--- src/common/fme_macros.svh ---
// fme sizes and register map shared by the interpolation unit and its bench

`ifndef FME_MACROS_SVH
`define FME_MACROS_SVH

// ******************************
// data sizes
// ******************************
`define FME_PIXEL_WIDTH 8      // luma sample
`define FME_BLK         4      // predicted block edge
`define FME_TAPS        8      // luma filter length
`define FME_WIN         11     // reference window edge, blk + taps - 1

// ******************************
// register map, 12-bit byte addresses
// ******************************
`define FME_REG_CTRL    (12'h000)  // bit 0 start, frac_x 5:4, frac_y 9:8
`define FME_REG_STATUS  (12'h004)  // bit 0 busy, bit 1 sticky done

// window row r, word w at base + 16r + 4w
// byte k of a word is column 4w+k, column 11 dropped
`define FME_WIN_BASE    (12'h100)

// result row r at base + 4r, byte c is column c
`define FME_BLK_BASE    (12'h200)

`endif

--- src/common/axil_pkg.sv ---
// axi4-lite channel bundles between the host and the register block

package axil_pkg;

	// ******************************
	// master to slave
	// ******************************
	typedef struct packed {
		logic [11:0] awaddr;   // byte address
		logic        awvalid;
		logic [31:0] wdata;
		logic [3:0]  wstrb;    // one bit per byte lane
		logic        wvalid;
		logic        bready;
		logic [11:0] araddr;
		logic        arvalid;
		logic        rready;
	} axil_req_t;

	// ******************************
	// slave to master
	// ******************************
	typedef struct packed {
		logic        awready;
		logic        wready;
		logic        bvalid;
		logic [1:0]  bresp;    // always okay
		logic        arready;
		logic        rvalid;
		logic [31:0] rdata;
		logic [1:0]  rresp;
	} axil_rsp_t;

endpackage

--- src/common/fme_pkg.sv ---
// fme types and luma quarter-pel filter coefficients

`include "fme_macros.svh"

package fme_pkg;

	typedef logic [1:0] frac_t;            // quarter-pel position 0..3

	typedef enum logic {
		PASS_H = 1'b0,                     // rows into intermediates
		PASS_V = 1'b1                      // intermediates into pixels
	} pass_t;

	typedef struct packed {
		frac_t frac_x;
		frac_t frac_y;
	} fme_cfg_t;

	typedef logic signed [15:0] tap_t;
	typedef tap_t [`FME_TAPS-1:0] fme_taps_t;   // element 0 is tap 0

	// window and block indexed [row][col]
	typedef logic [`FME_WIN-1:0][`FME_WIN-1:0][`FME_PIXEL_WIDTH-1:0] fme_win_t;
	typedef logic [`FME_BLK-1:0][`FME_BLK-1:0][`FME_PIXEL_WIDTH-1:0] fme_blk_t;

	// ******************************
	// hevc luma weights per fraction
	// ******************************
	// concatenations list tap 7 first
	function automatic fme_taps_t fme_coef(frac_t frac);
		fme_taps_t c;
		case (frac)
			2'd1: c = {16'sd0, 16'sd1, -16'sd5, 16'sd17,
				16'sd58, -16'sd10, 16'sd4, -16'sd1};
			2'd2: c = {-16'sd1, 16'sd4, -16'sd11, 16'sd40,
				16'sd40, -16'sd11, 16'sd4, -16'sd1};
			2'd3: c = {-16'sd1, 16'sd4, -16'sd10, 16'sd58,
				16'sd17, -16'sd5, 16'sd1, 16'sd0};
			default: c = {16'sd0, 16'sd0, 16'sd0, 16'sd0,
				16'sd64, 16'sd0, 16'sd0, 16'sd0};  // integer position, copy tap 3
		endcase
		return c;
	endfunction

endpackage

--- src/fme_regs.sv ---
// fme register block, axi4-lite slave holding window, control, status and result readout

`include "fme_macros.svh"

module fme_regs import axil_pkg::*, fme_pkg::*; (
	input  logic      clk,
	input  logic      reset_i,
	input  axil_req_t axil_req_i,
	output axil_rsp_t axil_rsp_o,
	input  logic      busy_i,
	input  logic      done_i,
	input  fme_blk_t  blk_i,
	output fme_win_t  win_o,
	output fme_cfg_t  cfg_o,
	output logic      start_o
);

	logic        wr_ready_q;   // awready and wready together
	logic        bvalid_q;
	logic        rvalid_q;
	logic [31:0] rdata_q;
	logic        wr_en;
	logic        rd_en;
	logic        win_we;
	logic [31:0] rd_word;

	fme_cfg_t    cfg_q;
	logic        done_q;       // sticky until the next start
	fme_win_t    win_q;

	// ******************************
	// write channel
	// ******************************
	assign wr_en = wr_ready_q && axil_req_i.awvalid && axil_req_i.wvalid;

	always_ff @(posedge clk) begin
		if (reset_i) begin
			wr_ready_q <= 1'b0;
			bvalid_q   <= 1'b0;
		end else begin
			// ready for one cycle once address and data are both present
			wr_ready_q <= axil_req_i.awvalid && axil_req_i.wvalid && !bvalid_q
				&& !wr_ready_q;
			if (wr_en) begin
				bvalid_q <= 1'b1;
			end else if (axil_req_i.bready) begin
				bvalid_q <= 1'b0;
			end
		end
	end

	assign start_o = wr_en && (axil_req_i.awaddr == `FME_REG_CTRL)
		&& axil_req_i.wstrb[0] && axil_req_i.wdata[0] && !busy_i;

	always_ff @(posedge clk) begin
		if (reset_i) begin
			cfg_q  <= '0;
			done_q <= 1'b0;
		end else begin
			// fractions stay frozen while the engine runs
			if (wr_en && (axil_req_i.awaddr == `FME_REG_CTRL) && !busy_i) begin
				if (axil_req_i.wstrb[0]) cfg_q.frac_x <= axil_req_i.wdata[5:4];
				if (axil_req_i.wstrb[1]) cfg_q.frac_y <= axil_req_i.wdata[9:8];
			end
			if (start_o) begin
				done_q <= 1'b0;
			end else if (done_i) begin
				done_q <= 1'b1;
			end
		end
	end

	// window rows are 16 bytes apart
	assign win_we = wr_en && !busy_i && (axil_req_i.awaddr >= `FME_WIN_BASE)
		&& (axil_req_i.awaddr < `FME_WIN_BASE + 16 * `FME_WIN);

	always_ff @(posedge clk) begin
		if (win_we) begin
			for (int k = 0; k < 4; k++) begin
				if (axil_req_i.wstrb[k] && (4 * axil_req_i.awaddr[3:2] + k) < `FME_WIN) begin
					win_q[axil_req_i.awaddr[7:4]][4 * axil_req_i.awaddr[3:2] + k]
						<= axil_req_i.wdata[8*k +: 8];
				end
			end
		end
	end

	// ******************************
	// read channel
	// ******************************
	assign rd_en = axil_req_i.arvalid && !rvalid_q;

	always_comb begin
		rd_word = '0;   // unmapped
		if (axil_req_i.araddr == `FME_REG_CTRL) begin
			rd_word = {22'd0, cfg_q.frac_y, 2'b00, cfg_q.frac_x, 4'h0};
		end else if (axil_req_i.araddr == `FME_REG_STATUS) begin
			rd_word = {30'd0, done_q, busy_i};
		end else if ((axil_req_i.araddr >= `FME_BLK_BASE)
			&& (axil_req_i.araddr < `FME_BLK_BASE + 4 * `FME_BLK)) begin
			rd_word = blk_i[axil_req_i.araddr[3:2]];   // column c in byte c
		end
	end

	always_ff @(posedge clk) begin
		if (reset_i) begin
			rvalid_q <= 1'b0;
		end else if (rd_en) begin
			rvalid_q <= 1'b1;
		end else if (axil_req_i.rready) begin
			rvalid_q <= 1'b0;
		end
	end

	always_ff @(posedge clk) begin
		if (rd_en) rdata_q <= rd_word;   // held until rready
	end

	always_comb begin
		axil_rsp_o         = '0;
		axil_rsp_o.awready = wr_ready_q;
		axil_rsp_o.wready  = wr_ready_q;
		axil_rsp_o.bvalid  = bvalid_q;
		axil_rsp_o.bresp   = 2'b00;
		axil_rsp_o.arready = !rvalid_q;
		axil_rsp_o.rvalid  = rvalid_q;
		axil_rsp_o.rdata   = rdata_q;
		axil_rsp_o.rresp   = 2'b00;
	end

	assign win_o = win_q;
	assign cfg_o = cfg_q;

endmodule

--- config.mk ---
export PLATFORM = sky130hd
export DESIGN_NAME = fme_regs
export DESIGN_NICKNAME = d
export VERILOG_FILES = /design/src/common/axil_pkg.sv /design/src/common/fme_pkg.sv /design/src/fme_regs.sv
export VERILOG_INCLUDE_DIRS = /design/src /design/src/common
export SDC_FILE = /design/constraint.sdc
export NUM_CORES = 1
export LEC_CHECK = 0
export ABC_AREA = 1
export BUFFER_PORTS_ARGS = -buffer_cell sky130_fd_sc_hd__buf_4
export CAP_MARGIN = 20
export CELL_PAD_IN_SITES_DETAIL_PLACEMENT = 0
export CELL_PAD_IN_SITES_GLOBAL_PLACEMENT = 1
export CORE_AREA = 10 10 466 468
export CTS_BUF_LIST = sky130_fd_sc_hd__clkbuf_4 sky130_fd_sc_hd__clkbuf_8
export DETAILED_ROUTE_END_ITERATION = 10
export DIE_AREA = 0 0 476 478
export PLACE_DENSITY = 0.36
export SLEW_MARGIN = 40
export SYNTH_ARGS = -nofsm -noshare
export SYNTH_HDL_FRONTEND = slang
export SYNTH_SLANG_ARGS = --single-unit
--- constraint.sdc ---
create_clock -name clk -period 2.86 [get_ports clk]
set_input_delay 0.572 -clock clk [delete_from_list [all_inputs] [get_ports clk]]
set_output_delay 0.572 -clock clk [all_outputs]
set_load 0.02 [all_outputs]
==> flow_summary.ini, run 1 <==
[route]
dr.pass1.iters = 5
drtIter0Drc = 1237
routed-via-count = 22516
wl_mm = 190
antenna_left = 0
wl_per_cell_um = 29.8
viasPerCell = 3.54
drc = 0

[worst_setup_path]
cp-startpoint = wr_ready_q
endpoint_kind = output pin
r2r-start = wr_ready_q
r2r_slack_ps = 580
worst_r2r_path_depth = 9
crit_type = flop to output pin
required_ps = 2290
cp_max_fo = 2
reg2reg_to = win_o[622]
cp-start-kind = flop
cp_data_arrival_time_ps = 2260

[placed_design]
dp_hpwl_mm = 143
portBuffers = 1206
place_congestion = 0.797
dpl_worst_slack_ps = -5.48

[hold_path]
min_path_type = input pin to flop
hold_path_depth = 1
min_from = axil_req_i[36]
min_to = win_o[432]

[sta]
relSlewSlack_pct = 51.4
fin_tns_setup_ps = 0
fin_crit_sh_pct = 99.0
max_freq_mhz = 353
rsz0062_at_grt = yes
whs_ps = 137
skew_ps = 48.7
worst_pin_slew_ps = 729
final_hold_viol_count = 0
setup_viol = 0
final-max-slew-violation-count = 0
period_needed_ps = 2830
worst_slack_ps = 28.5

[floorplanning]
rows = 168
ios = 1211
start_util_pct = 16.1
die_x_um = 476
core-area_sq_um = 208000
die_area_sq_um = 228000
fp.dieH_um = 478

[final_layout]
layout_common_cells = buf_4, edfxtp_1, nor2_1, clkbuf_8, nand2_1
mostFrequentLayoutCell = buf_4
multiInputGateArea_sq_um = 2730
drive_gt1_share_pct = 49.1
area_delta_synth_final_pct = 54.7
n_fill_cell = 21985
layout.nets = 3587
register_area_sq_um = 30200

[yosys]
synth_cell_types = 25
ys_ff_latch = 1008
synth_top_area_share_pct = 89.5
synth_top_area_cell = edfxtp_1
synth_area_leaders = edfxtp_1, nor2_1, nand2_1
syn-mean-instance-area_sq_um = 18.7
syn_area_sq_um = 33500
yosysWarnings = 0
syn_inst = 1791
seq_area_frac_synth_pct = 90.0

[pwr]
power_density_nw_per_um2 = 610
power_uw = 31600
peakVddDrop_uv = 457
leakagePower_uw = 0.0191

[grt]
grt_pass1_wl_mm = 242
gr-total-overflow = 0
antenna_found_initial = 27
first_global_vias = 23889
track_usage_pct = 15.9
grt_max_degree = 35

[flow_run]
drv_cap = 0

[clock_tree]
cts_num_sinks = 1008
cts_buffers = 187
root_buffer = clkbuf_8
clock_latency_ps = 940
clk_pin_slew_ps = 60
h-tree-depth = 4
cts_buffer_depth = 3
cts_tree = yes

[run_status]
status = complete, no violations
## worst max path at each step
stage	endpoint	slack [ps]	depth (start not counted)
2_1_floorplan	win_o[792]	750	6
3_3_place_gp	start_o	-50	8
3_5_place_dp	start_o	-5	8
4_1_cts	start_o	-200	6
5_1_grt	start_o	-160	6
6_report	start_o	30	6
## timing repair
item	CTS	global route
buffers inserted	2	0
pin swaps	3	2
endpoints found under the setup margin	1	1
gates resized for setup	9	0
hold buffers	59	0
endpoints found under the hold margin	54	0
## worst max-delay path: stages (launching register included)
cell and delay (ps):
dfxtp_4 340, nand4_1 210, buf_6 220, nor3_4 110, nand3_2 120, nor2_4 160, buf_6 140
## cell type report
type	instances	area share, %
Antenna cell	11	0.0530
Clock buffer	241	5.74
Clock inverter	105	1.56
Inverter	91	0.658
Multi-Input combinational cell	636	5.25
Sequential cell	1008	58.2
Tap cell	2805	6.76
Timing Repair Buffer	1466	21.8
## Yosys cell counts
library cell,count
nand4_1,6
buf_4,8
nand2_2,14
nor3b_1,1
nor3_1,2
nand2_1,138
nor4_1,1
nand3b_1,1
buf_2,10
conb_1,1
nor3_2,1
nor2_4,3
edfxtp_1,1000
o211ai_1,32
nor2_2,7
clkbuf_1,26
inv_1,91
buf_6,9
o21ai_0,38
nand3_1,18
o21a_1,1
dfxtp_1,8
buf_1,6
nor2_1,367
a21oi_1,2
## sequential cells by signal, indices dropped and copies added (netlist names)
register and flops:
win_o 968, rdata_q 32, cfg_o 4, bvalid_q 1
done_q 1, rvalid_q 1, wr_ready_q 1
## metal layers
layer | up-vias | wire, um | track usage (%)
li1 | 9757 | - | -
met1 | 11448 | 67300 | 16.5
met2 | 1096 | 98000 | 28.8
met3 | 215 | 19300 | 6.73
met4 | 0 | 5110 | 4.65
met5 | - | 0 | 0
## metrics by stage
| stage | area [sq um] | util, % | instances |
|---|---|---|---|
| floorplan | 33600 | - | 1794 |
| global placement | 47400 | 22.8 | 5945 |
| detailed placement | 47400 | 22.8 | 5945 |
| CTS | 51900 | 24.9 | 6352 |
| global route | 51900 | 24.9 | 6358 |
| finish | 51900 | 24.9 | 6363 |
## cell families (layout without fill, tap and decap cells)
logic type,after synthesis,count (layout),share of synthesized area (%)
AND/OR/NAND/NOR,559,559,6.65
flip-flops,1008,1008,90.0
buffers and inverters,150,1903,2.01
other,1,15,0.0112
AO/OA/AOI/OAI,73,73,1.34
## where the power goes
group | leakage [uW] | internal (uW) | switching, uW | total, uW
Clock | 0.00198 | 7630 | 6660 | 14300
Sequential | 0.00871 | 16200 | 10.2 | 16200
Combinational | 0.00839 | 363 | 752 | 1110
Power figures use the tool's default switching activity.
==> run 2: changes to the inputs <==
--- a/config.mk
+++ b/config.mk
@@ -11,11 +11,10 @@
 export CAP_MARGIN = 20
 export CELL_PAD_IN_SITES_DETAIL_PLACEMENT = 0
 export CELL_PAD_IN_SITES_GLOBAL_PLACEMENT = 1
-export CORE_AREA = 10 10 466 468
-export CTS_BUF_LIST = sky130_fd_sc_hd__clkbuf_4 sky130_fd_sc_hd__clkbuf_8
+export CORE_AREA = 10 10 460 462
 export DETAILED_ROUTE_END_ITERATION = 10
-export DIE_AREA = 0 0 476 478
-export PLACE_DENSITY = 0.36
+export DIE_AREA = 0 0 470 472
+export PLACE_DENSITY = 0.37
 export SLEW_MARGIN = 40
 export SYNTH_ARGS = -nofsm -noshare
 export SYNTH_HDL_FRONTEND = slang
==> run 2 against run 1 <==
Net effect:
- non-clock buffer count is 62 lower
- sequential share of layout area is 0.82 points higher
- highest routed layer unchanged
- clock skew is 4.9 ps lower
- first-iteration DRC count is 6.5% higher
- final area is 1.4% lower
- register-to-register slack worse by 70 ps
- critical endpoint unchanged
- clock power is 6% higher
- worst hold slack worse by 25 ps
- critical path depth stayed put
- worst setup slack better by 300 ps
==> flow_summary.ini, run 2 (same netlist as run 1, synthesis figures left out) <==
[placed_design]
dpl_worst_slack_ps = -162
dpl.cell_count = 5807
place_congestion = 0.776
portBuffers = 1206
dp_hpwl_mm = 136

[pwr]
p_switching_uw = 7020
leakagePower_uw = 0.0187
power_uw = 32300
p_seq_share_pct = 50.2
p_comb_share_pct = 3.1
clockPowerShare_pct = 46.7
power_density_nw_per_um2 = 632
p_int_uw = 25300
peakVddDrop_uv = 531
sw_frac_of_total_pct = 21.7

[floorplanning]
ios = 1211
die_x_um = 470
rows = 165
fp.dieH_um = 472
die_area_sq_um = 222000
start_util_pct = 16.6
core-area_sq_um = 202000

[worst_setup_path]
cp_top_family = simple AND/OR/NAND/NOR gates
cp_max_fo = 3
reg2reg_to = win_o[772]
cp_data_arrival_time_ps = 1960
slowest_stage = dfxtp_1
endpoint_kind = output pin
r2r-start = wr_ready_q
required_ps = 2290
cp-start-kind = flop
path_depth = 6
critPathBufInv = 2
crit_type = flop to output pin
worst_r2r_path_depth = 8
path_cells = nand4_1, buf_4, nor3_4, nand3_2, nor2_1, buf_4
crit_top_cell = buf_4
r2r_slack_ps = 510
slowest_delay_ps = 330

[sta]
max_freq_mhz = 396
setup_viol = 0
skew_ps = 43.7
fin_crit_sh_pct = 88.4
rsz0062_at_grt = no
worst_pin_slew_ps = 762
worst_slack_ps = 333
final_hold_viol_count = 0
period_needed_ps = 2530
whs_ps = 112
final-max-slew-violation-count = 0
relSlewSlack_pct = 49.2

[route]
routed-via-count = 21477
top_layer = met4
antenna_left = 0
drc = 0
drtIter0Drc = 1318
viasPerCell = 3.56
wl_per_cell_um = 29.8
met2_wirelength_mm = 93.3
wl_mm = 180
dr.pass1.iters = 5
wl_met1_mm = 64.7
met3_length_mm = 16.5

[grt]
antenna_found_initial = 9
track_usage_pct = 15.5
grt_pass1_wl_mm = 231
first_global_vias = 22750
grt_max_degree = 35
gr-total-overflow = 0

[final_layout]
mostFrequentLayoutCell = buf_4
drive_gt1_share_pct = 47.2
area_delta_synth_final_pct = 52.5
utilization_pct = 25.3
largest_reg_flops = 968
layout_common_cells = buf_4, edfxtp_1, nor2_1, nand2_1, clkbuf_16
layout.nets = 3455
n_fill_cell = 21109
final_cell_count_no_fill = 6029

[clock_tree]
root_buffer = clkbuf_16
h-tree-depth = 3
cts_num_sinks = 1008
cts_tree = yes
postCtsSetupRepairBufs = 0
cts_buffers = 117
clock_latency_ps = 750
clk_pin_slew_ps = 50
cts_buffer_depth = 3

[flow_run]
drv_cap = 0

[run_status]
status = complete, no violations

[hold_path]
hold_path_depth = 3
min_to = bvalid_q
min_path_type = input pin to flop
min_from = axil_req_i[52]
[run 2: changes by cell type in the layout (fill, tap and decap cells not counted), moves of 22 or more]
cell	change
dlygate4sd3_1	-55
clkbuf_1	+27
clkbuf_4	-54
clkinv_2	-22
clkbuf_16	+117
clkbuf_8	-186
[run 2: worst reg2reg max path, delay by kind of cell, from the launching register on]
family / cells / cell delay (ps)
AND/OR/NAND/NOR: 4 / 850
flip-flops: 1 / 330
buffers and inverters: 4 / 900
[run 2: through the flow]
stage,area (sq um),TNS (ps)
6_report,51200,0
5_1_grt,51200,0
4_1_cts,51200,0
3_5_place_dp,47300,-2850
3_3_place_gp,47300,-6450
2_1_floorplan,33600,0
[run 2: layer usage]
layer,up-vias,global-route usage [%]
met4,0,4.89
met5,-,0
met3,172,6.34
met1,10858,16.1
li1,9445,-
met2,1002,28.3
[run 2: worst max path at each step]
stage                   startpoint    endpoint  slack (ps)
detailed placement  axil_req_i[63]  win_o[305]        -160
global placement    axil_req_i[55]  win_o[306]        -200
CTS                     wr_ready_q     start_o          30
global route            wr_ready_q     start_o          80
floorplan                   busy_i  win_o[792]         750
finish                  wr_ready_q     start_o         330
[run 2: power by group through the flow]
stage          clock network (uW)  logic [uW]  registers, uW
2_1_floorplan                   0         205          16600
3_5_place_dp                    0        1060          16500
4_1_cts                     15700        1070          16200
3_3_place_gp                    0        1070          16500
5_1_grt                     16200        1100          16200
6_report                    15100        1010          16200
[run 2: final cells by class]
| type | instances | area, sq um | share of cell area, % |
|---|---|---|---|
| Tap cell | 2672 | 3340 | 6.53 |
| Antenna cell | 4 | 10.0 | 0.0196 |
| Timing Repair Buffer | 1404 | 10700 | 21.0 |
| Clock buffer | 145 | 3040 | 5.95 |
| Sequential cell | 1008 | 30200 | 59.0 |
| Multi-Input combinational cell | 636 | 2720 | 5.32 |
| Inverter | 91 | 342 | 0.668 |
| Clock inverter | 69 | 793 | 1.55 |
[run 2: repair_timing]
item,CTS,global route
resized for setup,2,1
endpoints found under the hold margin,3,0
endpoints found under the setup margin,1,1
cloned,0,0
hold buffers,4,0
==> run 3: changes to the inputs <==
--- a/config.mk
+++ b/config.mk
@@ -12,6 +12,7 @@
 export CELL_PAD_IN_SITES_DETAIL_PLACEMENT = 0
 export CELL_PAD_IN_SITES_GLOBAL_PLACEMENT = 1
 export CORE_AREA = 10 10 460 462
+export CTS_BUF_LIST = sky130_fd_sc_hd__clkbuf_16
 export DETAILED_ROUTE_END_ITERATION = 10
 export DIE_AREA = 0 0 470 472
 export PLACE_DENSITY = 0.37
==> run 3 against run 2 <==
Net effect:
- worst hold slack worse by 0.71 ps
- critical endpoint unchanged
- largest cell class unchanged
- final cell count unchanged
- clock skew about the same
==> flow_summary.ini, run 3 (same netlist as run 1, synthesis figures left out) <==
[route]
antenna_left = 0
wl_mm = 180
viasPerCell = 3.56
drtIter0Drc = 1373
drc = 0
wl_per_cell_um = 29.8
routed-via-count = 21465
dr.pass1.iters = 5

[final_layout]
layout_common_cells = buf_4, edfxtp_1, nor2_1, nand2_1, inv_1
drive_gt1_share_pct = 47.2
area_delta_synth_final_pct = 52.5
layout.nets = 3455
mostFrequentLayoutCell = buf_4
largest_reg_flops = 968
utilization_pct = 25.3

[hold_path]
hold_path_depth = 3
min_to = bvalid_q
min_path_type = input pin to flop
min_from = axil_req_i[52]

[placed_design]
dpl_worst_slack_ps = -162
dp_hpwl_mm = 136
place_congestion = 0.776
portBuffers = 1206

[grt]
antenna_found_initial = 9
gr-total-overflow = 0
track_usage_pct = 15.5
grt_max_degree = 35
grt_pass1_wl_mm = 231
first_global_vias = 22740

[sta]
whs_ps = 111
worst_slack_ps = 332
period_needed_ps = 2530
relSlewSlack_pct = 49.1
setup_viol = 0
max_freq_mhz = 396
rsz0062_at_grt = no
final-max-slew-violation-count = 0
skew_ps = 43.8
worst_pin_slew_ps = 764
final_hold_viol_count = 0
fin_crit_sh_pct = 88.4

[worst_setup_path]
cp-start-kind = flop
cp_max_fo = 3
crit_type = flop to output pin
r2r-start = wr_ready_q
crit_top_cell = buf_4
path_cells = nand4_1, buf_4, nor3_4, nand3_2, nor2_1, buf_4
slowest_stage = dfxtp_1
cp_top_family = simple AND/OR/NAND/NOR gates
reg2reg_to = win_o[772]
worst_r2r_path_depth = 8
critPathBufInv = 2
cp_data_arrival_time_ps = 1960
slowest_delay_ps = 330
r2r_slack_ps = 530
required_ps = 2290
endpoint_kind = output pin

[floorplanning]
fp.dieH_um = 472
core-area_sq_um = 202000
die_area_sq_um = 222000
rows = 165
die_x_um = 470
ios = 1211
start_util_pct = 16.6

[pwr]
leakagePower_uw = 0.0188
p_comb_share_pct = 3.1
power_density_nw_per_um2 = 630
peakVddDrop_uv = 528
p_switching_uw = 7020
p_seq_share_pct = 50.4
sw_frac_of_total_pct = 21.8
power_uw = 32200
clockPowerShare_pct = 46.5
p_int_uw = 25200

[clock_tree]
root_buffer = clkbuf_16
cts_buffers = 117
cts_buffer_depth = 3
cts_tree = yes
h-tree-depth = 3
clk_pin_slew_ps = 50
clock_latency_ps = 760
cts_num_sinks = 1008

[run_status]
status = complete, no violations

[flow_run]
drv_cap = 0
## run 3: power by group through the flow
| stage | Combinational, uW | Clock (uW) | Sequential [uW] |
|---|---|---|---|
| 2_1_floorplan | 205 | 0 | 16600 |
| 3_3_place_gp | 1070 | 0 | 16500 |
| 3_5_place_dp | 1060 | 0 | 16500 |
| 4_1_cts | 1070 | 15600 | 16200 |
| 5_1_grt | 1100 | 16100 | 16200 |
| 6_report | 1010 | 15000 | 16200 |
## run 3: worst max-delay path by stage
| stage | startpoint | end | slack [ps] | cells past startpoint |
|---|---|---|---|---|
| 4_1_cts | wr_ready_q | start_o | 30 | 6 |
| 6_report | wr_ready_q | start_o | 330 | 6 |
| 3_3_place_gp | axil_req_i[55] | win_o[306] | -200 | 8 |
| 5_1_grt | wr_ready_q | start_o | 80 | 6 |
| 2_1_floorplan | busy_i | win_o[792] | 750 | 6 |
| 3_5_place_dp | axil_req_i[63] | win_o[305] | -160 | 9 |
## run 3: per-stage QoR
step	TNS [ps]	cell area (sq um)	cells
3_3_place_gp	-6450	47300	5807
5_1_grt	0	51200	6027
6_report	0	51200	6029
2_1_floorplan	0	33600	1794
3_5_place_dp	-2850	47300	5807
4_1_cts	0	51100	6025
## run 3: what timing repair did
action / CTS / global route
pin swaps: 0 / 0
setup buffers: 0 / 0
hold buffers: 4 / 0
gates cloned: 0 / 0
hold endpoints to repair: 3 / 0
resized for setup: 2 / 1
setup endpoints to repair: 1 / 1
## run 3: worst reg2reg max path: stages, from the launching register on
cell,delay [ps]
dfxtp_1,330
nand4_1,120
buf_4,190
nor3_2,170
buf_4,200
nand2_2,70
buf_4,220
nor2_1,460
buf_4,290
## run 3: cell type report
type	instances	area (sq um)
antenna	4	10.0
clock buffer	117	2930
clock inverter	97	898
fill	21110	151000
inverter	91	342
multi-input combinational	636	2720
sequential	1008	30200
tap	2672	3340
timing repair buffer	1404	10700
## run 3: layer usage
metal	up-vias	wire, um	track usage [%]
met4	0	5250	4.89
met5	-	0	0
li1	9449	-	-
met1	10851	64800	16.1
met2	995	93300	28.2
met3	170	16500	6.34
